--- src/hw/duck_display_pkg.sv ---
package duck_display_pkg;

	// ------------------------------------------------------------
	// vector types
	// ------------------------------------------------------------
	// screen coordinate or size
	typedef logic [9:0] coord_t;
	// one color channel
	typedef logic [3:0] color_t;
	// packed pixel, red in the top nibble
	typedef logic [11:0] rgb_t;
	// sprite palette index, 0 is see-through
	typedef logic [2:0] pal_index_t;
	// dog animation frame select
	typedef logic frame_t;
	// shots fired so far, 0 to 3
	typedef logic [1:0] shot_count_t;

	// ------------------------------------------------------------
	// 640x480 at 60 Hz raster
	// ------------------------------------------------------------
	localparam coord_t H_VISIBLE = 10'd640;
	localparam coord_t H_TOTAL = 10'd800;
	localparam coord_t V_VISIBLE = 10'd480;
	localparam coord_t V_TOTAL = 10'd525;
	localparam coord_t H_SYNC_START = 10'd656;
	localparam coord_t H_SYNC_END = 10'd752;
	localparam coord_t V_SYNC_START = 10'd490;
	localparam coord_t V_SYNC_END = 10'd492;
	// coordinate in, rgb out
	localparam int PIXEL_LATENCY = 2;

	// ------------------------------------------------------------
	// dog sprite
	// ------------------------------------------------------------
	localparam coord_t DOG_W = 10'd32;
	localparam coord_t DOG_H = 10'd24;
	localparam int DOG_FRAME_WORDS = 768;
	localparam int DOG_ROM_DEPTH = 1536;

	// ------------------------------------------------------------
	// ammo squares, y range is half open
	// ------------------------------------------------------------
	localparam coord_t SQ_Y0 = 10'd418;
	localparam coord_t SQ_Y1 = 10'd431;
	localparam coord_t SQ_W = 10'd9;
	// left edges of squares 1, 2, 3
	localparam logic [0:2][9:0] SQ_X0 = {10'd68, 10'd85, 10'd102};

	// ------------------------------------------------------------
	// scene colors
	// ------------------------------------------------------------
	localparam coord_t HORIZON_Y = 10'd360;
	localparam rgb_t SKY_COLOR = 12'h4AE;
	localparam rgb_t GRASS_COLOR = 12'h3A2;
	localparam rgb_t SQUARE_COLOR = 12'hAAA;
	localparam rgb_t CURSOR_COLOR = 12'hFFF;

	// entry 0 never shown, it marks transparent texels
	localparam logic [0:7][11:0] DOG_PALETTE = {
		12'h000, 12'h421, 12'h642, 12'h963,
		12'hC95, 12'hFDB, 12'h222, 12'hEEE
	};

endpackage
--- src/hw/game_display.sv ---
`timescale 1ns/1ns

module game_display (
	input  logic                      vga_clk,
	input  logic                      reset,
	input  duck_display_pkg::coord_t  ball_x,
	input  duck_display_pkg::coord_t  ball_y,
	input  duck_display_pkg::coord_t  ball_size,
	input  duck_display_pkg::coord_t  dog_x,
	input  duck_display_pkg::coord_t  dog_y,
	input  duck_display_pkg::frame_t  dog_frame,
	input  logic                      fire,
	output duck_display_pkg::color_t  red,
	output duck_display_pkg::color_t  green,
	output duck_display_pkg::color_t  blue,
	output logic                      hsync,
	output logic                      vsync
);
	import duck_display_pkg::*;

	// raster position and blank
	coord_t draw_x;
	coord_t draw_y;
	logic visible;
	// sprite rom link
	logic [10:0] dog_addr;
	pal_index_t dog_index;
	// ammo used
	shot_count_t shots;

	// ------------------------------------------------------------
	// raster and syncs
	// ------------------------------------------------------------
	vga_timing timing (
		.vga_clk (vga_clk),
		.reset   (reset),
		.draw_x  (draw_x),
		.draw_y  (draw_y),
		.visible (visible),
		.hsync   (hsync),
		.vsync   (vsync)
	);

	// mouse button to shot count
	shot_counter shot_cnt (
		.vga_clk (vga_clk),
		.reset   (reset),
		.fire    (fire),
		.shots   (shots)
	);

	// ------------------------------------------------------------
	// pixel pipeline
	// ------------------------------------------------------------
	color_mapper mapper (
		.vga_clk   (vga_clk),
		.reset     (reset),
		.draw_x    (draw_x),
		.draw_y    (draw_y),
		.visible   (visible),
		.ball_x    (ball_x),
		.ball_y    (ball_y),
		.ball_size (ball_size),
		.dog_x     (dog_x),
		.dog_y     (dog_y),
		.dog_frame (dog_frame),
		.shots     (shots),
		.dog_index (dog_index),
		.dog_addr  (dog_addr),
		.red       (red),
		.green     (green),
		.blue      (blue)
	);

	sprite_rom dog_rom (
		.vga_clk (vga_clk),
		.addr    (dog_addr),
		.index   (dog_index)
	);

endmodule

--- src/hw/color_mapper.sv ---
`timescale 1ns/1ns

module color_mapper (
	input  logic                           vga_clk,
	input  logic                           reset,
	input  duck_display_pkg::coord_t       draw_x,
	input  duck_display_pkg::coord_t       draw_y,
	input  logic                           visible,
	input  duck_display_pkg::coord_t       ball_x,
	input  duck_display_pkg::coord_t       ball_y,
	input  duck_display_pkg::coord_t       ball_size,
	input  duck_display_pkg::coord_t       dog_x,
	input  duck_display_pkg::coord_t       dog_y,
	input  duck_display_pkg::frame_t       dog_frame,
	input  duck_display_pkg::shot_count_t  shots,
	input  duck_display_pkg::pal_index_t   dog_index,
	output logic [10:0]                    dog_addr,
	output duck_display_pkg::color_t       red,
	output duck_display_pkg::color_t       green,
	output duck_display_pkg::color_t       blue
);
	import duck_display_pkg::*;

	// cursor distance terms, one extra bit for the sign
	logic signed [10:0] dist_x;
	logic signed [10:0] dist_y;
	logic [10:0] abs_x;
	logic [10:0] abs_y;
	logic [11:0] dist_sum;
	// stage 1 hit tests
	logic cursor_hit;
	logic dog_hit;
	logic square_hit;
	// texel position inside dog box
	logic [4:0] dog_col;
	logic [4:0] dog_row;
	// stage 1 registers
	logic visible_s1;
	logic cursor_s1;
	logic dog_s1;
	logic square_s1;
	logic sky_s1;
	// stage 2 pixel
	rgb_t pixel_next;
	rgb_t pixel_q;

	// ------------------------------------------------------------
	// stage 1: hit tests
	// ------------------------------------------------------------
	// diamond cursor, |dx| + |dy| <= size
	assign dist_x = $signed({1'b0, draw_x}) - $signed({1'b0, ball_x});
	assign dist_y = $signed({1'b0, draw_y}) - $signed({1'b0, ball_y});
	assign abs_x = dist_x[10] ? -dist_x : dist_x;
	assign abs_y = dist_y[10] ? -dist_y : dist_y;
	assign dist_sum = {1'b0, abs_x} + {1'b0, abs_y};
	assign cursor_hit = dist_sum <= {2'b00, ball_size};

	// dog box, widened compare so a far edge does not wrap
	assign dog_hit = ({1'b0, draw_x} >= {1'b0, dog_x})
		&& ({1'b0, draw_x} < {1'b0, dog_x} + {1'b0, DOG_W})
		&& ({1'b0, draw_y} >= {1'b0, dog_y})
		&& ({1'b0, draw_y} < {1'b0, dog_y} + {1'b0, DOG_H});

	assign dog_col = 5'(draw_x - dog_x);
	assign dog_row = 5'(draw_y - dog_y);

	// rom address, frame base + row * 32 + col
	// parked at 0 outside the box
	assign dog_addr = dog_hit
		? (dog_frame ? 11'(DOG_FRAME_WORDS) : 11'd0) + {1'b0, dog_row, dog_col}
		: '0;

	// ammo squares, square n kept while shots < 4 - n
	always_comb
	begin
		square_hit = 1'b0;
		for (int i = 0; i < 3; i++)
		begin
			if (draw_x >= SQ_X0[i] && draw_x < SQ_X0[i] + SQ_W
				&& draw_y >= SQ_Y0 && draw_y < SQ_Y1
				&& shots < shot_count_t'(3 - i))
				square_hit = 1'b1;
		end
	end

	always_ff @(posedge vga_clk)
	begin
		if (reset)
		begin
			visible_s1 <= 1'b0;
			cursor_s1 <= 1'b0;
			dog_s1 <= 1'b0;
			square_s1 <= 1'b0;
			sky_s1 <= 1'b0;
		end
		else
		begin
			visible_s1 <= visible;
			cursor_s1 <= cursor_hit;
			dog_s1 <= dog_hit;
			square_s1 <= square_hit;
			// banded background, sky above horizon
			sky_s1 <= draw_y < HORIZON_Y;
		end
	end

	// ------------------------------------------------------------
	// stage 2: priority select
	// ------------------------------------------------------------
	// dog_index arrives now, rom was addressed in stage 1
	always_comb
	begin
		if (!visible_s1)
			pixel_next = '0;
		else if (cursor_s1)
			pixel_next = CURSOR_COLOR;
		else if (dog_s1 && dog_index != '0)
			pixel_next = DOG_PALETTE[dog_index];
		else if (square_s1)
			pixel_next = SQUARE_COLOR;
		else if (sky_s1)
			pixel_next = SKY_COLOR;
		else
			pixel_next = GRASS_COLOR;
	end

	always_ff @(posedge vga_clk)
	begin
		if (reset)
			pixel_q <= '0;
		else
			pixel_q <= pixel_next;
	end

	assign red = pixel_q[11:8];
	assign green = pixel_q[7:4];
	assign blue = pixel_q[3:0];

	// blanked pixel leaves the pipe as black
	assert property (@(posedge vga_clk) disable iff (reset)
		!visible_s1 |=> {red, green, blue} == '0);

endmodule

--- src/hw/shot_counter.sv ---
`timescale 1ns/1ns

module shot_counter (
	input  logic                           vga_clk,
	input  logic                           reset,
	input  logic                           fire,
	output duck_display_pkg::shot_count_t  shots
);
	import duck_display_pkg::*;

	// registered button and its previous sample
	logic fire_q;
	logic fire_prev;
	logic fire_rise;

	always_ff @(posedge vga_clk)
	begin
		if (reset)
		begin
			fire_q <= 1'b0;
			fire_prev <= 1'b0;
		end
		else
		begin
			fire_q <= fire;
			fire_prev <= fire_q;
		end
	end

	// one pulse per press, a held button counts once
	assign fire_rise = fire_q && !fire_prev;

	// saturating shot count
	always_ff @(posedge vga_clk)
	begin
		if (reset)
			shots <= '0;
		else if (fire_rise && shots != 2'd3)
			shots <= shots + 1'b1;
	end

	// ammo is only refilled by reset
	assert property (@(posedge vga_clk) disable iff (reset) shots >= $past(shots));

endmodule

--- src/hw/sprite_rom.sv ---
`timescale 1ns/1ns

module sprite_rom (
	input  logic                          vga_clk,
	input  logic [10:0]                   addr,
	output duck_display_pkg::pal_index_t  index
);
	import duck_display_pkg::*;

	// two frames, row major, 32 words per row
	pal_index_t mem [DOG_ROM_DEPTH];

	// ------------------------------------------------------------
	// pattern fill
	// ------------------------------------------------------------
	// diagonal 4x4 stripes, shifted by one palette step per frame
	initial
	begin
		for (int f = 0; f < 2; f++)
		begin
			for (int r = 0; r < DOG_H; r++)
			begin
				for (int c = 0; c < DOG_W; c++)
				begin
					// two clear columns each side
					if (c < 2 || c > 29)
						mem[f * DOG_FRAME_WORDS + r * DOG_W + c] = '0;
					else
						mem[f * DOG_FRAME_WORDS + r * DOG_W + c] =
							pal_index_t'((c / 4 + r / 4 + f) % 8);
				end
			end
		end
	end

	// ------------------------------------------------------------
	// registered read
	// ------------------------------------------------------------
	// one cycle from address to index
	always_ff @(posedge vga_clk)
	begin
		index <= mem[addr];
	end

endmodule

--- src/hw/vga_timing.sv ---
`timescale 1ns/1ns

module vga_timing (
	input  logic                      vga_clk,
	input  logic                      reset,
	output duck_display_pkg::coord_t  draw_x,
	output duck_display_pkg::coord_t  draw_y,
	output logic                      visible,
	output logic                      hsync,
	output logic                      vsync
);
	import duck_display_pkg::*;

	coord_t h_count;
	coord_t v_count;
	// raw syncs, active low, aligned with draw_x/draw_y
	logic hsync_raw;
	logic vsync_raw;
	// delay lines so syncs line up with registered rgb
	logic [PIXEL_LATENCY-1:0] hsync_pipe;
	logic [PIXEL_LATENCY-1:0] vsync_pipe;

	// ------------------------------------------------------------
	// raster counters
	// ------------------------------------------------------------
	always_ff @(posedge vga_clk)
	begin
		if (reset)
		begin
			h_count <= '0;
			v_count <= '0;
		end
		else if (h_count == H_TOTAL - 1)
		begin
			h_count <= '0;
			// end of line, step to next row or wrap frame
			if (v_count == V_TOTAL - 1)
				v_count <= '0;
			else
				v_count <= v_count + 1'b1;
		end
		else
		begin
			h_count <= h_count + 1'b1;
		end
	end

	assign draw_x = h_count;
	assign draw_y = v_count;

	// active picture area
	assign visible = (h_count < H_VISIBLE) && (v_count < V_VISIBLE);

	// sync windows
	assign hsync_raw = !((h_count >= H_SYNC_START) && (h_count < H_SYNC_END));
	assign vsync_raw = !((v_count >= V_SYNC_START) && (v_count < V_SYNC_END));

	// ------------------------------------------------------------
	// sync delay to match pixel pipeline
	// ------------------------------------------------------------
	always_ff @(posedge vga_clk)
	begin
		if (reset)
		begin
			// inactive level during reset
			hsync_pipe <= '1;
			vsync_pipe <= '1;
		end
		else
		begin
			hsync_pipe <= {hsync_pipe[PIXEL_LATENCY-2:0], hsync_raw};
			vsync_pipe <= {vsync_pipe[PIXEL_LATENCY-2:0], vsync_raw};
		end
	end

	assign hsync = hsync_pipe[PIXEL_LATENCY-1];
	assign vsync = vsync_pipe[PIXEL_LATENCY-1];

	// line counter never runs past the end of a line
	assert property (@(posedge vga_clk) disable iff (reset) draw_x < H_TOTAL);

endmodule

--- config.mk ---
export PLATFORM = sky130hd
export DESIGN_NAME = game_display
export DESIGN_NICKNAME = d
export VERILOG_FILES = /design/src/hw/duck_display_pkg.sv /design/src/hw/game_display.sv /design/src/hw/color_mapper.sv /design/src/hw/shot_counter.sv /design/src/hw/sprite_rom.sv /design/src/hw/vga_timing.sv
export SDC_FILE = /design/constraint.sdc
export NUM_CORES = 1
export LEC_CHECK = 0
export ABC_AREA = 0
export BUFFER_PORTS_ARGS = -buffer_cell sky130_fd_sc_hd__buf_2
export CAP_MARGIN = 20
export CORE_MARGIN = 2
export CORE_UTILIZATION = 40
export DETAILED_ROUTE_END_ITERATION = 10
export PLACE_DENSITY = 0.67
export SLEW_MARGIN = 20
export SYNTH_ARGS = -nofsm -noshare
export SYNTH_HDL_FRONTEND = slang
export SYNTH_MEMORY_MAX_BITS = 65536
export SYNTH_SLANG_ARGS = --single-unit
--- constraint.sdc ---
create_clock -name vga_clk -period 7.4 [get_ports vga_clk]
set_clock_uncertainty 0.2 [all_clocks]
set_input_delay 0.37 -clock vga_clk [delete_from_list [all_inputs] [get_ports vga_clk]]
set_output_delay 0.37 -clock vga_clk [all_outputs]
set_load 0.01 [all_outputs]
==> results of run 1 <==
state kept, by name, indices dropped and copies added (netlist names):
name                cells
dog_rom.index           3
mapper.cursor_s1        1
mapper.dog_s1           1
mapper.pixel_q         12
mapper.sky_s1           1
mapper.square_s1        1
mapper.visible_s1       1
shot_cnt.fire_prev      1
shot_cnt.fire_q         1
shot_cnt.shots          2
timing.draw_x          10
timing.draw_y          10
timing.hsync_pipe       2
timing.vsync_pipe       2
synth_stat cells, types with 3 or more instances:
master,n
inv_1,83
dfxtp_1,48
a31oi_1,11
clkbuf_1,12
o21a_1,9
a21o_1,14
nor4_1,7
nand2b_1,7
nand3_1,15
ha_1,96
a211oi_1,10
mux2i_1,5
o211ai_1,5
and3_1,7
or3_1,7
nor2_1,64
nand4_1,11
buf_2,3
a2111oi_0,6
nand3b_1,4
xnor2_1,46
o21ai_0,33
a21oi_1,53
nor3_1,20
xor2_1,21
o31ai_1,5
or2_2,8
nand2_1,47
nor2b_1,7
o2111ai_1,5
fa_1,5
power by group through the flow:
stage	clock (mW)	sequential, mW	combinational, mW
detailed placement	0	0.284	0.407
global route	0.284	0.279	0.465
global placement	0	0.284	0.407
CTS	0.273	0.278	0.410
finish	0.266	0.277	0.411
floorplan	0	0.280	0.324
stage by stage:
stage               utilization [%]  instance area, um^2  hold slack (ns)  worst slack, ns  power [mW]
finish                         45.3                 6270            0.100             2.08       0.954
global route                   45.3                 6270            0.103             1.51        1.03
CTS                            45.3                 6270           0.0929             2.12       0.960
detailed placement             44.1                 6090            0.192             2.14       0.690
global placement               44.1                 6090            0.196             2.31       0.691
floorplan                         -                 5620            0.189             2.67       0.604
cell type report:
type / instances / area, um^2 / share of cell area (%)
Clock buffer: 5 / 125 / 2.00
Clock inverter: 3 / 46.3 / 0.739
Inverter: 83 / 312 / 4.97
Multi-Input combinational cell: 575 / 4260 / 68.0
Sequential cell: 48 / 961 / 15.3
Tap cell: 180 / 225 / 3.59
Timing Repair Buffer: 67 / 335 / 5.35
critical path, stage by stage, from the launching register on:
cell and delay (ns):
dfxtp_1 0.36, inv_1 0.15, ha_1 0.19, inv_1 0.05
fa_1 0.39, a21o_1 0.19, a22oi_2 0.20, a211oi_1 0.11
o21ai_0 0.20, nor2b_1 0.37, mux2i_1 0.36, inv_1 0.09
ha_1 0.31, a21o_1 0.18, a21oi_1 0.28, o21ai_0 0.13
o211ai_1 0.12, nand2b_1 0.08, a21oi_1 0.18, xnor2_1 0.09
ha_1 0.31, nand4_1 0.11, or3_1 0.36, a211oi_1 0.22
cells by family after synthesis:
family                   Yosys count  synth area share [%]
AO/OA/AOI/OAI                    171                  19.7
XOR/XNOR                          69                  11.0
adder cells (fa/ha/maj)          101                  23.2
buffers and inverters            101                  7.08
flip-flops                        48                  17.1
multiplexers                       6                  1.29
AND/OR/NAND/NOR                  228                  20.6
cell usage in the layout (no fill, tap or decap), types with 20 or more instances in the layout:
cell type	count
a21oi_1	53
dfxtp_1	48
buf_2	67
nor3_1	20
xnor2_1	46
xor2_1	21
nor2_1	64
o21ai_0	33
nand2_1	47
ha_1	96
inv_1	83
final timing paths:
check,from,endpoint,slack (ns),cells past startpoint
setup / recovery,timing.draw_y[0],mapper.cursor_s1,2.08,23
hold / removal,fire,shot_cnt.fire_q,0.10,2
setup reg to reg,timing.draw_y[0],mapper.cursor_s1,2.08,23
hold reg to reg,timing.hsync_pipe[0],timing.hsync_pipe[1],0.21,1
routing by layer:
metal / GRT usage, % / vias to the layer above / part of all wire (%)
met2: 29.2 / 98 / 45
met1: 24.0 / 2245 / 49
li1: - / 2660 / -
met4: 4.38 / 0 / 1.5
met3: 2.46 / 12 / 3.8
met5: 0 / - / 0
==> summary.md, run 1 <==
| Metric | Value |
|---|---|
| Die Width | 123 um |
| Drt first pass iters | 5 |
| Antenna diodes | 0 |
| Clk root buf | clkbuf_16 |
| RSZ-0062 raised after global routing | no |
| Area contributors post-synth | ha_1 21%, dfxtp_1 17%, xnor2_1 7.2%, inv_1 5.5%, a21oi_1 4.7% |
| Seq/Total Area, Yosys | 17.1% |
| Dpl cells | 953 |
| Hold Buf Count CTS | 0 |
| Startpoint types | flop |
| Netlist cell types | 71 |
| Async SR Flop Fraction | 0% |
| Proportion of layout cells with a drive suffix above 1 | 13.6% |
| Clock power share | 27.9% |
| Syn Inst Count | 724 |
| Slew Limit Headroom | 40.3% |
| Number of synthesized flops with an enable pin | 0 |
| Ys Warns | 0 |
| Area share of the largest cell type after synthesis | 21.4% |
| Fillers | 1375 |
| Worst Path Required | 7.41 ns |
| Final Max Tran Viols | 0 |
| Peak supply drop | 0.0854 mV |
| Initial antenna violation count | 0 |
| # H-tree levels | 2 |
| CP Capture Type | flop |
| Drt initial violations | 325 |
| Largest net degree at the start of global routing | 20 |
| Seq cells post-synth | 48 |
| Mapped Area | 5620 um^2 |
| Post-CTS setup buffers | 0 |
| Global Route Usage Sum | 17.6% |
| P&R area growth vs syn | 11.5% |
| # setup viols final | 0 |
| Vias in the first global route | 4500 |
| Num CTS Buffers | 5 |
| Cell Int Power | 0.614 mW |
| Fin Setup TNS | 0 ns |
| DRC Markers | 0 |
| Core ar. | 13800 um^2 |
| CP Class | flop to flop |
| Vias per cell | 5.22 |
| DR vias | 5015 |
| Post-cts sizing count | 0 |
| CP Data Arrival Time | 5.34 ns |
| Final worst path period share | 72.0% |
| Syn_area_per_cell | 7.76 um^2 |
| Final #Nets | 935 |
| Die footprint | 15000 um^2 |
| Switching Fraction | 35.7% |
| Outcome | completed |
| Fin crit period | 5.32 ns |
| Critical-path maximum fanout | 6 |
| Clk pin slew, worst setup/hold paths | 0.07 ns |
| Clock latency on the worst-skew pair | 0.29 ns |
| Clk buf depth | 2 |
| First-pass GRT wire length | 21200 um |
| Core Rows | 43 |
| Total of max-cap violations | 0 |
| DR WL/cell | 13.3 um |
| PortBufs | 67 |
| GRT overflow | 0 |
| Most area-hungry cell type in the Yosys netlist | ha_1 |
| Final Wtd Congestion | 0.851 |
| ANT nets after route | 0 |
| Die Ht | 123 um |
| Non-Filler Instances | 961 |
| Initial Util | 40.6% |
| Leak | 2.97 nW |
| Sequential Power Share | 29.1% |
| Hold Crit Class | input pin to flop |
| Sw power | 0.340 mW |
| TritonCTS clock tree | done |
| CTS Sinks | 48 |
| Final Hold Fails | 0 |
| I/O pin count | 68 |
| Dpl hpwl | 10400 um |
| Final WL | 12800 um |
| Top_reg_cell synth | dfxtp_1 |
| Syn Nets | 879 |
| Combinational power share | 43.1% |
| Slew @ Worst Pin | 0.889 ns |
| FMAX | 0.188 GHz |
| PD cells | 152 nW/um^2 |
Note: power is estimated with default switching activity, not from simulation.
==> inputs of run 2 (changes only) <==
--- a/config.mk
+++ b/config.mk
@@ -5,13 +5,13 @@
 export SDC_FILE = /design/constraint.sdc
 export NUM_CORES = 1
 export LEC_CHECK = 0
-export ABC_AREA = 0
+export ABC_AREA = 1
 export BUFFER_PORTS_ARGS = -buffer_cell sky130_fd_sc_hd__buf_2
 export CAP_MARGIN = 20
 export CORE_MARGIN = 2
 export CORE_UTILIZATION = 40
 export DETAILED_ROUTE_END_ITERATION = 10
-export PLACE_DENSITY = 0.67
+export PLACE_DENSITY = 0.69
 export SLEW_MARGIN = 20
 export SYNTH_ARGS = -nofsm -noshare
 export SYNTH_HDL_FRONTEND = slang
==> constraint.sdc (replaced) <==
create_clock -name vga_clk -period 4.4 [get_ports vga_clk]
set_clock_uncertainty 0.2 [all_clocks]
set_input_delay 0.22 -clock vga_clk [delete_from_list [all_inputs] [get_ports vga_clk]]
set_output_delay 0.22 -clock vga_clk [all_outputs]
set_load 0.01 [all_outputs]
==> run 2 against run 1 <==
  * The flow now finishes with violations (negative setup slack)
  * Flip-flop and latch count unchanged
  * Maximum frequency up 20%
  * Clock-buffer cell count up 1
  * Sequential power up 65%
  * Cell count up 33%
  * Critical path depth up 8
  * Register-to-register slack worse by 2.1 ns
  * Die area up 7.5%
  * Clock power up 65%
  * Largest cell class unchanged
  * Largest power group unchanged
==> summary.md, run 2 <==
| Metric | Value |
|---|---|
| Placed inst area | 7000 um^2 (+15%) |
| Final WL | 15200 um (+19%) |
| Core ar. | 14600 um^2 (+5.9%) |
| Seq/Total Area, Yosys | 15.9% (-1.2 points) |
| Global Route Usage Sum | 18.7% (+1.2 points) |
| CTS Sinks | 48 (unchanged) |
| Initial Util | 41.3% (+0.70 points) |
| Crit path depth | 31 (+35%) |
| CP Capture Type | flop |
| DR vias | 6344 (+27%) |
| Bufs and invs on worst path | 11 (+8) |
| CP Data Arrival Time | 4.46 ns (-0.88 ns) |
| Async SR Flop Fraction | 0% (unchanged) |
| TritonCTS clock tree | done |
| Vias per cell | 4.96 (-5.0%) |
| Drt first pass iters | 5 (unchanged) |
| Largest register FFs | 12 (unchanged) |
| GRT overflow | 0 (unchanged) |
| Most area-hungry cell type in the Yosys netlist | ha_1 |
| Worst Path Required | 4.43 ns (-2.98 ns) |
| Final worst path period share | 101% (+29 points) |
| Ys Warns | 0 (unchanged) |
| Most frequent cells in the layout | 217 x nand2_1, 197 x inv_1, 90 x ha_1 |
| Commonest non-fill, non-tap cell in the layout | nand2_1 |
| Hold_sp | reset |
| Initial antenna violation count | 0 (unchanged) |
| Final Wtd Congestion | 0.859 (+0.98%) |
| Top delay family on crit path | buffers and inverters |
| PortBufs | 67 (unchanged) |
| Antenna diodes | 0 (unchanged) |
| Area contributors post-synth | ha_1 20%, dfxtp_1 16%, nand2_1 14%, inv_1 13%, a21oi_1 5.0% |
| First-pass GRT wire length | 25500 um (+20%) |
| Syn Nets | 1116 (+27%) |
| Core Rows | 44 (+2.3%) |
| DRC Markers | 0 (unchanged) |
| Area share of the largest cell type after synthesis | 19.8% (-1.5 points) |
| Syn_area_per_cell | 6.30 um^2 (-19%) |
| Largest net degree at the start of global routing | 15 (-25%) |
| Top-count cell post-synth | nand2_1 |
| Largest stage delay on the critical path | 0.35 ns (-0.04 ns) |
| Clk buf depth | 2 (unchanged) |
| # setup viols final | 1 (+1) |
| Syn Inst Count | 961 (+33%) |
| Startpoint types | flop |
| Final #Nets | 1249 (+34%) |
| Total of max-cap violations | 0 (unchanged) |
| Number of synthesized flops with an enable pin | 0 (unchanged) |
| Setup WS pre-CTS | -0.167 ns (-2.31 ns) |
| Synth cell count leaders | 223 x nand2_1, 202 x inv_1, 96 x ha_1 |
| Top reg by flops | mapper.pixel_q |
| Critical-path maximum fanout | 3 (-3) |
| FMAX | 0.226 GHz (+20%) |
| Setup ws final | -0.0291 ns (-2.10 ns) |
| Fillers | 1465 (+6.5%) |
| Netlist cell types | 45 (-37%) |
| Failing checks | negative setup slack |
| Worst setup path startpoint | timing.draw_y[3] |
| Leak | 4.15 nW (+39%) |
| Hold Crit Class | input pin to flop |
| Die footprint | 16100 um^2 (+7.5%) |
| Outcome | complete, but fails checks |
| Peak supply drop | 0.131 mV (+54%) |
| Vias in the first global route | 5760 (+28%) |
| Num CTS Buffers | 5 (unchanged) |
| Die Ht | 127 um (+3.7%) |
| Slew @ Worst Pin | 0.612 ns (-0.277 ns) |
| FF-to-FF Start | timing.draw_y[3] |
| Slew Limit Headroom | 58.7% (+18 points) |
| Fin util | 51.0% (+5.7 points) |
| Drt initial violations | 472 (+45%) |
| Hold Path Depth | 2 (unchanged) |
| ANT nets after route | 0 (unchanged) |
| Fin crit period | 4.43 ns (-0.895 ns) |
| Top_reg_cell synth | dfxtp_1 |
| # H-tree levels | 2 (unchanged) |
| Fin area | 7470 um^2 (+19%) |
| Worst reg2reg path depth | 31 (+35%) |
| Mapped Area | 6050 um^2 (+7.7%) |
| Crit path top cell by count | buf_4 |
| Clock latency on the worst-skew pair | 0.29 ns (about the same) |
| Die Width | 127 um (+3.7%) |
| Seq cells post-synth | 48 (unchanged) |
| I/O pin count | 68 (unchanged) |
| P&R area growth vs syn | 23.5% |
| PD cells | 219 nW/um^2 (+44%) |
| Clk pin slew, worst setup/hold paths | 0.07 ns (about the same) |
| RSZ-0062 raised after global routing | yes |
| Clk root buf | clkbuf_16 |
| CP Class | flop to flop |
| Final Max Tran Viols | 0 (unchanged) |
| DR WL/cell | 11.9 um (-11%) |
| CP max-delay cell | ha_1 |
| Dpl hpwl | 12300 um (+19%) |
| Proportion of layout cells with a drive suffix above 1 | 18.1% (+4.5 points) |
| Final Hold Fails | 0 (unchanged) |
-- run 2: cell types whose count changed in the layout (fill, tap and decap cells not counted), sizes merged, moves of 10 or more --
cell | before | now
a211oi | 12 | 2
inv | 84 | 203
xnor2 | 47 | 15
nand2 | 48 | 224
a21o | 14 | 4
buf | 67 | 130
nor2 | 66 | 82
nand3 | 16 | 57
o21ai | 34 | 44
xor2 | 22 | 32
-- run 2: kinds of logic (layout without fill, tap and decap cells) --
kind of cell / Yosys count / after routing / synth area share, %
and+or+nand+nor: 418 / 418 / 29.4
buffers and inverters: 210 / 344 / 13.3
AOI/OAI and AO/OA: 137 / 137 / 12.9
adders and majority gates: 101 / 101 / 21.5
DFF: 48 / 48 / 15.9
xor gates and xnor gates: 47 / 47 / 6.92
-- run 2: power breakdown --
group	internal, mW	switching, mW	total (mW)
Sequential	0.448	0.00835	0.457
Combinational	0.338	0.404	0.743
Clock	0.268	0.172	0.440
-- run 2: timing repair --
item,CTS,global route
resized for setup,30,17
setup endpoints to repair,1,1
setup buffers,15,2
hold buffers,1,0
endpoints found under the hold margin,1,0
pin swaps,26,31
cloned,1,0
-- run 2: metrics by stage --
stage                     TNS, ns  hold slack, ns  instances  power, mW
final                     -0.0291          0.0405       1279       1.64
after floorplan           -0.0411          0.0912        961      0.919
after global placement    -0.0574           0.221       1252       1.10
after CTS                 -0.0370          0.0207       1277       1.62
after detailed placement   -0.167           0.234       1252       1.11
after global routing       -0.346          0.0371       1279       1.77
-- run 2: final cells by class --
class                           instances  area, um^2  share of cell area (%)
Multi-Input combinational cell        703        4520                    60.5
Sequential cell                        48         963                    12.9
Timing Repair Buffer                  131         823                    11.0
Inverter                              205         774                    10.4
Tap cell                              184         230                    3.08
Clock buffer                            6         129                    1.72
Clock inverter                          2        35.0                   0.469
-- run 2: final timing paths --
check,to,slack [ns]
max,mapper.cursor_s1,-0.03
min,shot_cnt.fire_q,0.04
max reg2reg,mapper.cursor_s1,-0.03
min reg2reg,shot_cnt.fire_prev,0.24
-- run 2: metal layers --
layer / GRT usage, % / vias to the layer above / wire length [um]
met4: 4.98 / 0 / 251
met2: 32.6 / 162 / 7190
met5: 0 / - / 0
li1: - / 3341 / -
met3: 1.88 / 21 / 630
met1: 24.8 / 2820 / 7120
==> inputs of run 3 (changes only) <==
--- a/config.mk
+++ b/config.mk
@@ -5,13 +5,12 @@
 export SDC_FILE = /design/constraint.sdc
 export NUM_CORES = 1
 export LEC_CHECK = 0
-export ABC_AREA = 1
 export BUFFER_PORTS_ARGS = -buffer_cell sky130_fd_sc_hd__buf_2
 export CAP_MARGIN = 20
 export CORE_MARGIN = 2
 export CORE_UTILIZATION = 40
 export DETAILED_ROUTE_END_ITERATION = 10
-export PLACE_DENSITY = 0.69
+export PLACE_DENSITY = 0.7
 export SLEW_MARGIN = 20
 export SYNTH_ARGS = -nofsm -noshare
 export SYNTH_HDL_FRONTEND = slang
==> run 3 against run 2 <==
  * The run still ends with negative setup slack left
  * Worst setup slack worse by 0.19 ns
  * Flip-flop and latch count stayed put
  * Register-to-register slack got worse by 0.19 ns
  * Via count shrank 17%
  * Die area shrank 7.0%
  * Combinational power rose by 8.9%
  * Core utilization fell by 1.7 points
  * First-iteration DRC count decreased by 31%
  * Global-route usage fell by 0.59 points
==> summary.md, run 3 (synthesis gave the netlist of run 1 again) <==
| Metric | Value |
|---|---|
| PD cells | 252 nW/um^2 (+15%) |
| Final Max Tran Viols | 0 (unchanged) |
| Num CTS Buffers | 5 (unchanged) |
| Core Rows | 43 (-2.3%) |
| Largest net degree at the start of global routing | 20 (+5) |
| Clk root buf | clkbuf_16 |
| Antenna diodes | 0 (unchanged) |
| PortBufs | 67 (unchanged) |
| CTS Sinks | 48 (unchanged) |
| Drt first pass iters | 5 (unchanged) |
| Fin crit period | 4.62 ns (+0.187 ns) |
| Top delay family on crit path | compound AO/OA/AOI/OAI gates |
| Die Width | 123 um (-3.5%) |
| CP Capture Type | flop |
| Sequential Power Share | 26.9% (-1.0 points) |
| Clock power share | 25.9% (-1.0 points) |
| Slew @ Worst Pin | 0.993 ns (+0.381 ns) |
| Final Wtd Congestion | 0.878 (+2.2%) |
| Most frequent cells in the layout | 94 x ha_1, 80 x inv_1, 67 x buf_2 |
| Bufs and invs on worst path | 3 (-8) |
| TritonCTS clock tree | done |
| Vias per cell | 5.15 (+3.9%) |
| Final #Nets | 997 (-20%) |
| Sw power | 0.608 mW (+3.9%) |
| GRT overflow | 0 (unchanged) |
| DR vias | 5270 (-17%) |
| Clk pin slew, worst setup/hold paths | 0.07 ns (about the same) |
| Core ar. | 13800 um^2 (-5.6%) |
| Clk buf depth | 2 (unchanged) |
| Dpl hpwl | 11000 um (-11%) |
| Combinational power share | 47.1% (+1.8 points) |
| DR WL/cell | 13.1 um (+10%) |
| I/O pin count | 68 (unchanged) |
| Final Hold Fails | 0 (unchanged) |
| Largest register FFs | 12 (unchanged) |
| Pwr Total | 1.72 mW (+4.7%) |
| Die footprint | 15000 um^2 (-7.0%) |
| Vias in the first global route | 4801 (-17%) |
| Placed inst area | 6540 um^2 (-6.5%) |
| Switching Fraction | 35.4% (-0.29 points) |
| FMAX | 0.217 GHz (-4.1%) |
| Proportion of layout cells with a drive suffix above 1 | 22.4% (+4.3 points) |
| Clock latency on the worst-skew pair | 0.29 ns (about the same) |
| # setup viols final | 1 (unchanged) |
| Final WL | 13400 um (-12%) |
| Largest stage delay on the critical path | 0.39 ns (+0.04 ns) |
| CP max-delay cell | or3_4 |
| Global Route Usage Sum | 18.1% (-0.59 points) |
| ANT nets after route | 0 (unchanged) |
| Failing checks | negative setup slack |
| Cell Int Power | 1.11 mW (+5.2%) |
| Initial Util | 40.6% (-0.70 points) |
| Final worst path period share | 105% (+4.3 points) |
| Total of max-cap violations | 0 (unchanged) |
| Top reg by flops | mapper.pixel_q |
| Die Ht | 123 um (-3.5%) |
| Outcome | complete, but fails checks |
| CP Data Arrival Time | 4.64 ns (+0.18 ns) |
| DRC Markers | 0 (unchanged) |
| Initial antenna violation count | 0 (unchanged) |
| First-pass GRT wire length | 22200 um (-13%) |
| CP Class | flop to flop |
| Drt initial violations | 327 (-31%) |
| Setup WS pre-CTS | -0.181 ns (-0.0145 ns) |
| Startpoint types | flop |
| P&R area growth vs syn | 21.3% |
| Fin area | 6820 um^2 (-8.8%) |
| Setup ws final | -0.216 ns (-0.187 ns) |
| Hold Crit Class | input pin to flop |
| Commonest non-fill, non-tap cell in the layout | ha_1 |
| Sequence of cells on the critical path | inv_2 -> ha_4 -> inv_2 -> fa_2 -> a21o_1 -> a22oi_2 -> a211oi_2 -> o21ai_1 -> nor2b_4 -> mux2i_2 -> inv_1 -> ha_1 -> a21o_1 -> a21oi_2 -> o21ai_1 -> o211ai_1 -> nand2b_1 -> a21oi_2 -> xnor2_1 -> ha_1 -> nand4_1 -> or3_4 -> a211oi_2 |
| Peak supply drop | 0.138 mV (+4.9%) |
| RSZ-0062 raised after global routing | yes |
| Worst Path Required | 4.42 ns (about the same) |
| Critical-path maximum fanout | 4 (+1) |
| Slew Limit Headroom | 33.3% (-25 points) |
| # H-tree levels | 2 (unchanged) |
| Leak | 3.29 nW (-21%) |
## run 3: changes by cell type in the layout (fill, tap and decap cells not counted), moves of 9 or more
| cell | change |
|---|---|
| a21o_1 | +10 |
| inv_1 | -117 |
| nand2_1 | -171 |
| nand3_1 | -42 |
| nor2_1 | -10 |
| o21ai_1 | -10 |
| xnor2_1 | +33 |
| xor2_1 | -9 |
## run 3: timing repair
action	CTS	global route
setup endpoints to repair	1	1
buffers inserted	1	6
hold endpoints to repair	1	0
pin swaps	3	22
hold buffers	1	0
resized for setup	1	10
## run 3: area by class of cell
| type | count | area (um^2) |
|---|---|---|
| inverters | 83 | 312 |
| clock inverters | 3 | 47.5 |
| fillers | 1356 | 7010 |
| flip-flops and latches | 48 | 963 |
| multi-input cells | 575 | 4340 |
| clock buffers | 5 | 125 |
| repair buffers | 129 | 803 |
| well taps | 180 | 225 |
## run 3: worst paths after layout
path / start / endpoint / slack [ns] / depth (start not counted)
hold / removal: reset / timing.draw_x[2] / 0.13 / 2
hold reg to reg: timing.vsync_pipe[0] / timing.vsync_pipe[1] / 0.21 / 1
setup / recovery: timing.draw_y[0] / mapper.cursor_s1 / -0.22 / 23
setup reg to reg: timing.draw_y[0] / mapper.cursor_s1 / -0.22 / 23
## run 3: worst reg2reg max path: stages, from the launching register on
cell	delay (ns)
dfxtp_2	0.32
inv_2	0.07
ha_4	0.13
inv_2	0.04
fa_2	0.35
a21o_1	0.20
a22oi_2	0.22
a211oi_2	0.11
o21ai_1	0.19
nor2b_4	0.22
mux2i_2	0.25
inv_1	0.06
ha_1	0.27
a21o_1	0.16
a21oi_2	0.17
o21ai_1	0.09
o211ai_1	0.14
nand2b_1	0.12
a21oi_2	0.16
xnor2_1	0.08
ha_1	0.32
nand4_1	0.09
or3_4	0.39
a211oi_2	0.21
## run 3: per-stage QoR
step / std cells / hold slack [ns] / TNS, ns / util (%)
after floorplan: 724 / 0.148 / -0.0564 / -
final: 1023 / 0.127 / -0.216 / 49.3
after detailed placement: 1007 / 0.198 / -0.181 / 47.3
after global placement: 1007 / 0.195 / -0.0566 / 47.3
after global routing: 1023 / 0.151 / -0.468 / 49.3
after CTS: 1017 / 0.124 / -0.139 / 48.7
## run 3: power groups by stage
stage | registers [mW] | clock network [mW] | logic (mW)
global route | 0.464 | 0.473 | 0.904
floorplan | 0.471 | 0 | 0.559
finish | 0.462 | 0.445 | 0.809
detailed placement | 0.473 | 0 | 0.772
CTS | 0.463 | 0.459 | 0.781
global placement | 0.473 | 0 | 0.761
## run 3: routing by layer
layer	wire, um	up-vias	track usage [%]
li1	-	2779	-
met1	6710	2402	25.4
met2	6090	78	30.2
met3	468	11	2.18
met4	140	0	3.16
met5	0	-	0
